File: config.mk
export PLATFORM = sky130hd
export DESIGN_NAME = regfile_subsystem
export DESIGN_NICKNAME = d
export VERILOG_FILES = /design/src/common/regfile_pkg.sv /design/src/alu_core/alu_exec.sv /design/src/hw/instr_queue.sv /design/src/hw/regfile_subsystem.sv /design/src/hw/register_file.sv /design/src/hw/write_arbiter.sv
export SDC_FILE = /design/constraint.sdc
export NUM_CORES = 2
export LEC_CHECK = 0
export BUFFER_PORTS_ARGS = -buffer_cell sky130_fd_sc_hd__buf_2
export CELL_PAD_IN_SITES_DETAIL_PLACEMENT = 1
export CELL_PAD_IN_SITES_GLOBAL_PLACEMENT = 1
export CORE_UTILIZATION = 53
export DETAILED_ROUTE_END_ITERATION = 16
export PLACE_DENSITY_LB_ADDON = 0.1
export SLEW_MARGIN = 25
export SYNTH_ARGS = -nofsm -noshare
export SYNTH_HDL_FRONTEND = slang
export SYNTH_SLANG_ARGS = --single-unit
File: constraint.sdc
create_clock -name clk -period 8.2 [get_ports clk]
set_clock_uncertainty 0.2 [all_clocks]
set_input_delay 1.23 -clock clk [delete_from_list [all_inputs] [get_ports clk]]
set_output_delay 1.23 -clock clk [all_outputs]
set_load 0.01 [all_outputs]
File: src/common/regfile_pkg.sv
package regfile_pkg;

	////////////////////////////////////////////////////////////
	// sizes
	////////////////////////////////////////////////////////////

	// register word width
	localparam int data_width = 32;
	// register index width
	localparam int addr_width = 5;
	// entries in the register array
	localparam int num_regs = 32;
	// shift amount field
	localparam int shamt_width = 5;

	// instruction queue depth
	// the host starts with this many credits
	localparam int queue_depth = 4;
	// wide enough to hold 0..queue_depth
	localparam int credit_width = 3;

	////////////////////////////////////////////////////////////
	// types
	////////////////////////////////////////////////////////////

	// r-type operations
	// slt compares signed, shifts move rt by shamt
	typedef enum logic [2:0]
	{
		op_add,
		op_sub,
		op_and,
		op_or,
		op_xor,
		op_slt,
		op_sll,
		op_srl
	} opcode_t;

	// write stage of the execute unit
	typedef enum logic
	{
		st_empty,
		st_wait_grant
	} exec_state_t;

	// packed queue entry, opcode then rd, rs, rt, shamt
	localparam int instr_width = $bits(opcode_t) + 3 * addr_width + shamt_width;

endpackage

File: src/alu_core/alu_exec.sv
`timescale 1ns/1ps

module alu_exec
(
	input logic clk,
	input logic reset,
	// queue head
	input logic q_valid,
	input regfile_pkg::opcode_t q_op,
	input logic [regfile_pkg::addr_width-1:0] q_rd,
	input logic [regfile_pkg::addr_width-1:0] q_rs,
	input logic [regfile_pkg::addr_width-1:0] q_rt,
	input logic [regfile_pkg::shamt_width-1:0] q_shamt,
	// operand reads come back combinationally
	input logic [regfile_pkg::data_width-1:0] rs_data,
	input logic [regfile_pkg::data_width-1:0] rt_data,
	input logic wr_gnt,
	output logic q_pop,
	output logic [regfile_pkg::addr_width-1:0] rs_addr,
	output logic [regfile_pkg::addr_width-1:0] rt_addr,
	// write request toward the arbiter
	output logic wr_req,
	output logic [regfile_pkg::addr_width-1:0] wr_addr,
	output logic [regfile_pkg::data_width-1:0] wr_data,
	output logic idle_stage
);

	// stage 2 state and payload
	regfile_pkg::exec_state_t s2_state;
	logic [regfile_pkg::addr_width-1:0] s2_rd;
	logic [regfile_pkg::data_width-1:0] s2_data;

	// stage 1 internals
	logic [regfile_pkg::data_width-1:0] result;
	logic s2_full;
	logic hazard;
	logic back_pressure;

	////////////////////////////////////////////////////////////
	// stage 1: read and compute
	////////////////////////////////////////////////////////////

	// operands straight from the head entry
	assign rs_addr = q_rs;
	assign rt_addr = q_rt;

	always_comb
	begin
		case (q_op)
			regfile_pkg::op_add: result = rs_data + rt_data;
			regfile_pkg::op_sub: result = rs_data - rt_data;
			regfile_pkg::op_and: result = rs_data & rt_data;
			regfile_pkg::op_or: result = rs_data | rt_data;
			regfile_pkg::op_xor: result = rs_data ^ rt_data;
			// signed compare, result is 0 or 1
			regfile_pkg::op_slt:
				result = ($signed(rs_data) < $signed(rt_data)) ? 1 : 0;
			// shifts act on rt only
			regfile_pkg::op_sll: result = rt_data << q_shamt;
			regfile_pkg::op_srl: result = rt_data >> q_shamt;
			default: result = '0;
		endcase
	end

	////////////////////////////////////////////////////////////
	// stall rules
	////////////////////////////////////////////////////////////

	assign s2_full = (s2_state == regfile_pkg::st_wait_grant);

	// raw on the pending destination
	// holds even in the grant cycle, the write lands only at the edge
	assign hazard = s2_full & ((s2_rd == q_rs) | (s2_rd == q_rt));

	// stage 2 busy and not draining this cycle
	assign back_pressure = s2_full & ~wr_gnt;

	assign q_pop = q_valid & ~hazard & ~back_pressure;

	////////////////////////////////////////////////////////////
	// stage 2: hold until granted
	////////////////////////////////////////////////////////////

	always_ff @(posedge clk)
	begin
		if (reset)
			s2_state <= regfile_pkg::st_empty;
		else if (q_pop)
			s2_state <= regfile_pkg::st_wait_grant;
		else if (wr_gnt)
			s2_state <= regfile_pkg::st_empty;
	end

	// payload only loads on a pop
	always_ff @(posedge clk)
	begin
		if (q_pop)
		begin
			s2_rd <= q_rd;
			s2_data <= result;
		end
	end

	// request stays up with steady data until the grant
	assign wr_req = s2_full;
	assign wr_addr = s2_rd;
	assign wr_data = s2_data;
	assign idle_stage = (s2_state == regfile_pkg::st_empty);

endmodule

File: src/hw/instr_queue.sv
`timescale 1ns/1ps

module instr_queue
(
	input logic clk,
	input logic reset,
	// host side, never refused since credits guarantee room
	input logic push,
	input regfile_pkg::opcode_t push_op,
	input logic [regfile_pkg::addr_width-1:0] push_rd,
	input logic [regfile_pkg::addr_width-1:0] push_rs,
	input logic [regfile_pkg::addr_width-1:0] push_rt,
	input logic [regfile_pkg::shamt_width-1:0] push_shamt,
	// execute unit side
	input logic pop,
	output logic q_valid,
	output regfile_pkg::opcode_t q_op,
	output logic [regfile_pkg::addr_width-1:0] q_rd,
	output logic [regfile_pkg::addr_width-1:0] q_rs,
	output logic [regfile_pkg::addr_width-1:0] q_rt,
	output logic [regfile_pkg::shamt_width-1:0] q_shamt,
	// one pulse per drained entry
	output logic credit_return
);

	// entry storage, no reset needed
	logic [regfile_pkg::instr_width-1:0] mem [regfile_pkg::queue_depth];
	logic [regfile_pkg::instr_width-1:0] head_entry;
	logic [$bits(regfile_pkg::opcode_t)-1:0] head_op_bits;

	// pointers wrap on their own, depth is a power of two
	logic [$clog2(regfile_pkg::queue_depth)-1:0] wr_ptr;
	logic [$clog2(regfile_pkg::queue_depth)-1:0] rd_ptr;
	// occupancy 0..queue_depth
	logic [regfile_pkg::credit_width-1:0] count;

	////////////////////////////////////////////////////////////
	// storage write
	////////////////////////////////////////////////////////////

	always_ff @(posedge clk)
	begin
		if (push)
		begin
			mem[wr_ptr] <= {push_op, push_rd, push_rs, push_rt, push_shamt};
		end
	end

	////////////////////////////////////////////////////////////
	// pointers, count, credit pulse
	////////////////////////////////////////////////////////////

	always_ff @(posedge clk)
	begin
		if (reset)
		begin
			wr_ptr <= '0;
			rd_ptr <= '0;
			count <= '0;
			credit_return <= 1'b0;
		end
		else
		begin
			if (push)
				wr_ptr <= wr_ptr + 1'b1;
			if (pop)
				rd_ptr <= rd_ptr + 1'b1;
			// push and pop together leave count alone
			case ({push, pop})
				2'b10: count <= count + 1'b1;
				2'b01: count <= count - 1'b1;
				default: count <= count;
			endcase
			// registered, one cycle per pop
			credit_return <= pop;
		end
	end

	////////////////////////////////////////////////////////////
	// head view
	////////////////////////////////////////////////////////////

	// an entry pushed on an empty queue is visible after one edge
	assign q_valid = (count != '0);
	assign head_entry = mem[rd_ptr];
	assign {head_op_bits, q_rd, q_rs, q_rt, q_shamt} = head_entry;
	assign q_op = regfile_pkg::opcode_t'(head_op_bits);

endmodule

File: src/hw/regfile_subsystem.sv
`timescale 1ns/1ps

module regfile_subsystem
(
	input logic clk,
	input logic reset,
	// instruction path, credit based
	input logic instr_valid,
	input regfile_pkg::opcode_t instr_op,
	input logic [regfile_pkg::addr_width-1:0] instr_rd,
	input logic [regfile_pkg::addr_width-1:0] instr_rs,
	input logic [regfile_pkg::addr_width-1:0] instr_rt,
	input logic [regfile_pkg::shamt_width-1:0] instr_shamt,
	output logic credit_return,
	// host load port
	input logic host_wr_req,
	input logic [regfile_pkg::addr_width-1:0] host_wr_addr,
	input logic [regfile_pkg::data_width-1:0] host_wr_data,
	output logic host_wr_ready,
	// host read port
	input logic [regfile_pkg::addr_width-1:0] host_rd_addr,
	output logic [regfile_pkg::data_width-1:0] host_rd_data,
	// nothing queued and nothing waiting to write
	output logic idle
);

	// queue to execute unit
	logic q_valid;
	logic q_pop;
	regfile_pkg::opcode_t q_op;
	logic [regfile_pkg::addr_width-1:0] q_rd;
	logic [regfile_pkg::addr_width-1:0] q_rs;
	logic [regfile_pkg::addr_width-1:0] q_rt;
	logic [regfile_pkg::shamt_width-1:0] q_shamt;

	// operand reads
	logic [regfile_pkg::addr_width-1:0] rs_addr;
	logic [regfile_pkg::addr_width-1:0] rt_addr;
	logic [regfile_pkg::data_width-1:0] rs_data;
	logic [regfile_pkg::data_width-1:0] rt_data;

	// alu write request and arbiter output
	logic alu_wr_req;
	logic alu_wr_gnt;
	logic host_wr_gnt;
	logic [regfile_pkg::addr_width-1:0] alu_wr_addr;
	logic [regfile_pkg::data_width-1:0] alu_wr_data;
	logic wr_en;
	logic [regfile_pkg::addr_width-1:0] wr_addr;
	logic [regfile_pkg::data_width-1:0] wr_data;
	logic idle_stage;

	////////////////////////////////////////////////////////////
	// blocks
	////////////////////////////////////////////////////////////

	instr_queue queue_i
	(
		.clk(clk),
		.reset(reset),
		.push(instr_valid),
		.push_op(instr_op),
		.push_rd(instr_rd),
		.push_rs(instr_rs),
		.push_rt(instr_rt),
		.push_shamt(instr_shamt),
		.pop(q_pop),
		.q_valid(q_valid),
		.q_op(q_op),
		.q_rd(q_rd),
		.q_rs(q_rs),
		.q_rt(q_rt),
		.q_shamt(q_shamt),
		.credit_return(credit_return)
	);

	alu_exec exec_i
	(
		.clk(clk),
		.reset(reset),
		.q_valid(q_valid),
		.q_op(q_op),
		.q_rd(q_rd),
		.q_rs(q_rs),
		.q_rt(q_rt),
		.q_shamt(q_shamt),
		.rs_data(rs_data),
		.rt_data(rt_data),
		.wr_gnt(alu_wr_gnt),
		.q_pop(q_pop),
		.rs_addr(rs_addr),
		.rt_addr(rt_addr),
		.wr_req(alu_wr_req),
		.wr_addr(alu_wr_addr),
		.wr_data(alu_wr_data),
		.idle_stage(idle_stage)
	);

	// alu and host share the single write port
	write_arbiter arb_i
	(
		.clk(clk),
		.reset(reset),
		.alu_req(alu_wr_req),
		.alu_addr(alu_wr_addr),
		.alu_data(alu_wr_data),
		.host_req(host_wr_req),
		.host_addr(host_wr_addr),
		.host_data(host_wr_data),
		.alu_gnt(alu_wr_gnt),
		.host_gnt(host_wr_gnt),
		.wr_en(wr_en),
		.wr_addr(wr_addr),
		.wr_data(wr_data)
	);

	register_file rf_i
	(
		.clk(clk),
		.reset(reset),
		.wr_en(wr_en),
		.wr_addr(wr_addr),
		.wr_data(wr_data),
		.rd_addr_a(rs_addr),
		.rd_addr_b(rt_addr),
		.rd_addr_c(host_rd_addr),
		.rd_data_a(rs_data),
		.rd_data_b(rt_data),
		.rd_data_c(host_rd_data)
	);

	// host sees its grant as ready
	assign host_wr_ready = host_wr_gnt;
	// empty queue and empty write stage
	assign idle = ~q_valid & idle_stage;

endmodule

File: src/hw/register_file.sv
`timescale 1ns/1ps

module register_file
(
	input logic clk,
	input logic reset,
	// single write port, driven by the arbiter
	input logic wr_en,
	input logic [regfile_pkg::addr_width-1:0] wr_addr,
	input logic [regfile_pkg::data_width-1:0] wr_data,
	// a and b feed the execute unit, c is the host port
	input logic [regfile_pkg::addr_width-1:0] rd_addr_a,
	input logic [regfile_pkg::addr_width-1:0] rd_addr_b,
	input logic [regfile_pkg::addr_width-1:0] rd_addr_c,
	output logic [regfile_pkg::data_width-1:0] rd_data_a,
	output logic [regfile_pkg::data_width-1:0] rd_data_b,
	output logic [regfile_pkg::data_width-1:0] rd_data_c
);

	// storage
	logic [regfile_pkg::data_width-1:0] regs [regfile_pkg::num_regs];

	////////////////////////////////////////////////////////////
	// write side
	////////////////////////////////////////////////////////////

	// rising edge write, reset clears every entry
	// r0 is an ordinary register here, not hardwired to zero
	always_ff @(posedge clk)
	begin
		if (reset)
		begin
			for (int i = 0; i < regfile_pkg::num_regs; i++)
			begin
				regs[i] <= '0;
			end
		end
		else if (wr_en)
		begin
			regs[wr_addr] <= wr_data;
		end
	end

	////////////////////////////////////////////////////////////
	// read side
	////////////////////////////////////////////////////////////

	// combinational reads
	// a write shows here the cycle after its grant
	assign rd_data_a = regs[rd_addr_a];
	assign rd_data_b = regs[rd_addr_b];
	assign rd_data_c = regs[rd_addr_c];

endmodule

File: src/hw/write_arbiter.sv
`timescale 1ns/1ps

module write_arbiter
(
	input logic clk,
	input logic reset,
	// alu requester
	input logic alu_req,
	input logic [regfile_pkg::addr_width-1:0] alu_addr,
	input logic [regfile_pkg::data_width-1:0] alu_data,
	// host requester
	input logic host_req,
	input logic [regfile_pkg::addr_width-1:0] host_addr,
	input logic [regfile_pkg::data_width-1:0] host_data,
	// grants, at most one high
	output logic alu_gnt,
	output logic host_gnt,
	// to the register file write port
	output logic wr_en,
	output logic [regfile_pkg::addr_width-1:0] wr_addr,
	output logic [regfile_pkg::data_width-1:0] wr_data
);

	// high when the alu took the most recent grant
	logic last_alu;

	////////////////////////////////////////////////////////////
	// round robin pick
	////////////////////////////////////////////////////////////

	// uncontended: whoever asks gets it
	// contended: the side not served last wins
	assign alu_gnt = alu_req & (~host_req | ~last_alu);
	assign host_gnt = host_req & ~alu_gnt;

	// remember the winner for the next contended cycle
	always_ff @(posedge clk)
	begin
		if (reset)
			last_alu <= 1'b0;
		else if (alu_gnt)
			last_alu <= 1'b1;
		else if (host_gnt)
			last_alu <= 1'b0;
	end

	// steer the granted side onto the write port
	assign wr_en = alu_gnt | host_gnt;
	assign wr_addr = alu_gnt ? alu_addr : host_addr;
	assign wr_data = alu_gnt ? alu_data : host_data;

endmodule

==> flow_summary_export.csv <==
group,metric,value,unit
run_status,outcome,"complete, no violations",
timing,setup_viol,0,
clock_network,hold_buffers,0,
synthesis,synth_flop_cell,"edfxtp_1",
clock_network,clkSlewWorstSetupHoldPaths,0.06,ns
pwr,p_sw_share,49.0,%
timing,finalSetupTns,0,ns
setup_path,crit_chain,"buf_4 > mux2i_1 > mux2_8 > buf_12 > mux2i_1 > a32oi_1 > nand4_2 > ha_1 > or3_1 > nor4_1 > o311ai_1 > o31ai_1 > o41ai_2 > a2111oi_0 > nor3_2 > o21bai_1 > a31oi_1 > a221o_1 > a221o_1",
worst_hold_path,worstHoldPathType,"reg2reg",
synthesis,synth_common_cells,"nor2_1 (1,237), edfxtp_1 (1,153), mux2i_1 (815), mux4_2 (593), clkbuf_1 (393)",
timing,worst_pin_slew,1.13,ns
placed_design,dpl.hpwl,207,mm
routing,wl_per_cell,41.5,um
pwr,p_int,17.3,mW
clock_network,cts_made_buffers,136,
synthesis,avgSynthCellArea,12.1,um^2
die,die_w,379,um
setup_path,worstPathRequired,8.53,ns
die,num_io_pins,104,
synthesis,synth_area_leaders,"edfxtp_1 (46%), mux4_2 (18%), mux2i_1 (11%), nor2_1 (6.2%), clkbuf_1 (2.0%)",
finish,nNetsFinal,6257,
setup_path,worstPathArrival,8.21,ns
finish,fillers,13900,
routing,drtIter0Drc,10200,
pwr,seq_power_share,22.2,%
finish,areaGrowthSynthToFinish,10.1,%
timing,fin_crit_sh,96.0,%
synthesis,synth_edf_count,1153,
clock_network,htree_levels,4,
placed_design,gp_congestion,1.01,
pwr,ir_drop,0.403,mV
clock_network,post_cts_buffers,0,
pwr,leakagePower,30.7,nW
routing,drt-pass1-iter-count,8,
synthesis,synth_most_common_cell,"nor2_1",
pwr,p_sw,16.6,mW
die,rows,137,
clock_network,cts_sinks,1165,
synthesis,syn_area,75100,um^2
global_route,overflow,0,
timing,fmax,0.127,GHz
die,core_area,140000,um^2
global_route,grt_max_degree,89,
setup_path,worst-setup-path-type,"reg2reg",
flow_run,drv_cap,0,
synthesis,synth.top_cell.area_share,46.1,%
pwr,pwr-share-clk,17.9,%
synthesis,ys_warn_count,0,
setup_path,crit_path_end_kind,"flip-flop",
setup_path,cp_max_fo,58,
pwr,combPwrFrac,59.9,%
clock_network,clk_path_buf_depth,3,
synthesis,yosysUniqueCellTypes,72,
clock_network,cts_tree,"yes",
placed_design,port-buffer-count,103,
synthesis,synthCells,6210,
setup_path,crit_slowest_cell,"mux2_8",
die,initial_utilization,53.7,%
pwr,cellPowerDensity,411,nW/um^2
finish,drive_above_1_share,21.8,%
setup_path,critical_path.max_stage_delay,0.66,ns
clock_network,ctsResizeCount,0,
global_route,grt_pass1_vias,61700,
routing,wl,335,mm
synthesis,async_reset_ff_share,0,%
setup_path,startpoint_type,"flip-flop",
routing,ant_nets,0,
timing,post-route-min-period,7.87,ns
die,die_area,143000,um^2
timing,max_slew_margin,22.5,%
synthesis,syn_nets,6383,
routing,via_count,61600,
synthesis,seq_area_frac_synth,46.4,%
clock_network,clk_latency,0.81,ns
synthesis,synth_area_leader_cell,"edfxtp_1",
clock_network,cts_root_buf,"clkbuf_16",
global_route,grt_usage,46.7,%
timing,rsz0062_at_grt,"no",
global_route,antenna_found_initial,12,
timing,timing_hold_violations_final,0,
routing,drc,0,
global_route,grt_pass1_wl,466,mm
die,fp.dieH,379,um
pwr,total_power,34.0,mW
synthesis,synth_seq_cells,1165,
timing,drv_slew,0,
routing,via_per_inst,7.63,
## per-layer routing
layer | track usage [%] | vias to the layer above | wire length, um
met5 | 0.172 | - | 133
met4 | 33.0 | 14 | 27900
met3 | 14.7 | 1397 | 47700
met2 | 67.9 | 5517 | 145000
met1 | 59.1 | 31300 | 115000
li1 | - | 23400 | -
## flip-flops by register name (all words and copies together) (netlist names), named ones only
name,count
rf_i.regs,1024
queue_i.mem,92
exec_i.wr_data,32
exec_i.wr_addr,5
queue_i.count,3
queue_i.rd_ptr,2
queue_i.wr_ptr,2
arb_i.last_alu,1
exec_i.wr_req,1
queue_i.credit_return,1
## per-stage QoR
| step | instances | instance area [um^2] | hold WS [ns] | worst slack [ns] | util (%) |
|---|---|---|---|---|---|
| after global routing | 8070 | 82700 | 0.341 | 0.139 | 59.0 |
| after floorplan | 6210 | 75100 | 0.271 | 1.27 | - |
| final | 8077 | 82700 | 0.319 | 0.325 | 59.1 |
| after detailed placement | 7810 | 78200 | 0.311 | 0.405 | 55.8 |
| after global placement | 7808 | 78100 | 0.287 | 0.615 | 55.8 |
| after CTS | 8057 | 82500 | 0.321 | 0.406 | 58.9 |
## kinds of logic after synthesis
group	count (synthesis)	share of synthesized area, %
DFF	1165	46.4
muxes	1484	29.8
adders and majority gates	104	1.76
buffers and inverters	716	4.13
and+or+nand+nor	1922	10.6
xor gates and xnor gates	27	0.315
AOI/OAI and AO/OA	792	7.05
## layout by cell type (no fill, tap or decap), types with 26 or more instances in the layout
cell type,netlist,layout
nand2_2,0,33
a21oi_1,225,225
buf_2,76,99
mux2_2,75,74
nand3_1,62,62
mux2i_1,815,780
inv_1,114,113
nor3_1,39,36
ha_1,101,101
buf_4,21,192
clkbuf_1,393,26
a32oi_1,96,96
mux2i_4,0,32
nand2_1,381,348
nor2b_1,72,70
nor2_1,1237,1232
clkinv_1,0,32
o22ai_1,37,37
mux4_2,593,587
a22oi_1,48,48
edfxtp_1,1153,1153
o21ai_0,105,104
buf_12,0,29
a211oi_1,88,88
nand2b_2,0,28
clkbuf_16,0,139
nand4_1,27,27
## power groups by stage
stage,sequential [mW],clock [mW],combinational (mW)
after floorplan,7.45,0,12.4
after global placement,7.59,0,19.0
after detailed placement,7.64,0,19.3
after CTS,7.53,6.08,19.5
after global routing,7.57,6.27,21.0
final,7.55,6.07,20.4
## worst max-delay path: cells and delay by family (launching register included)
kind                     cells  cell delay, ns
AO/OA/AOI/OAI                9            2.67
adder cells (fa/ha/maj)      1            0.57
buffers and inverters        2            0.80
flip-flops                   1            0.37
multiplexers                 3            1.27
AND/OR/NAND/NOR              4            1.51
## cell type report
cell class / instances / area, um^2 / share of cell area (%)
antenna: 8 / 20.0 / 0.0242
clock buffer: 165 / 3580 / 4.32
clock inverter: 82 / 748 / 0.905
inverter: 114 / 428 / 0.517
multi-input combinational: 4329 / 37900 / 45.9
sequential: 1165 / 34900 / 42.2
tap: 1876 / 2350 / 2.84
timing repair buffer: 338 / 2790 / 3.38
## final timing paths
kind | startpoint | endpoint | slack [ns] | depth (start not counted)
min reg2reg | queue_i.count[2] | queue_i.count[2] | 0.32 | 2
min | queue_i.count[2] | queue_i.count[2] | 0.32 | 2
max reg2reg | flip-flop | exec_i.wr_data[30] | 0.33 | 19
max | flip-flop | exec_i.wr_data[30] | 0.33 | 19
No activity file was read; power rests on OpenSTA's default activity.
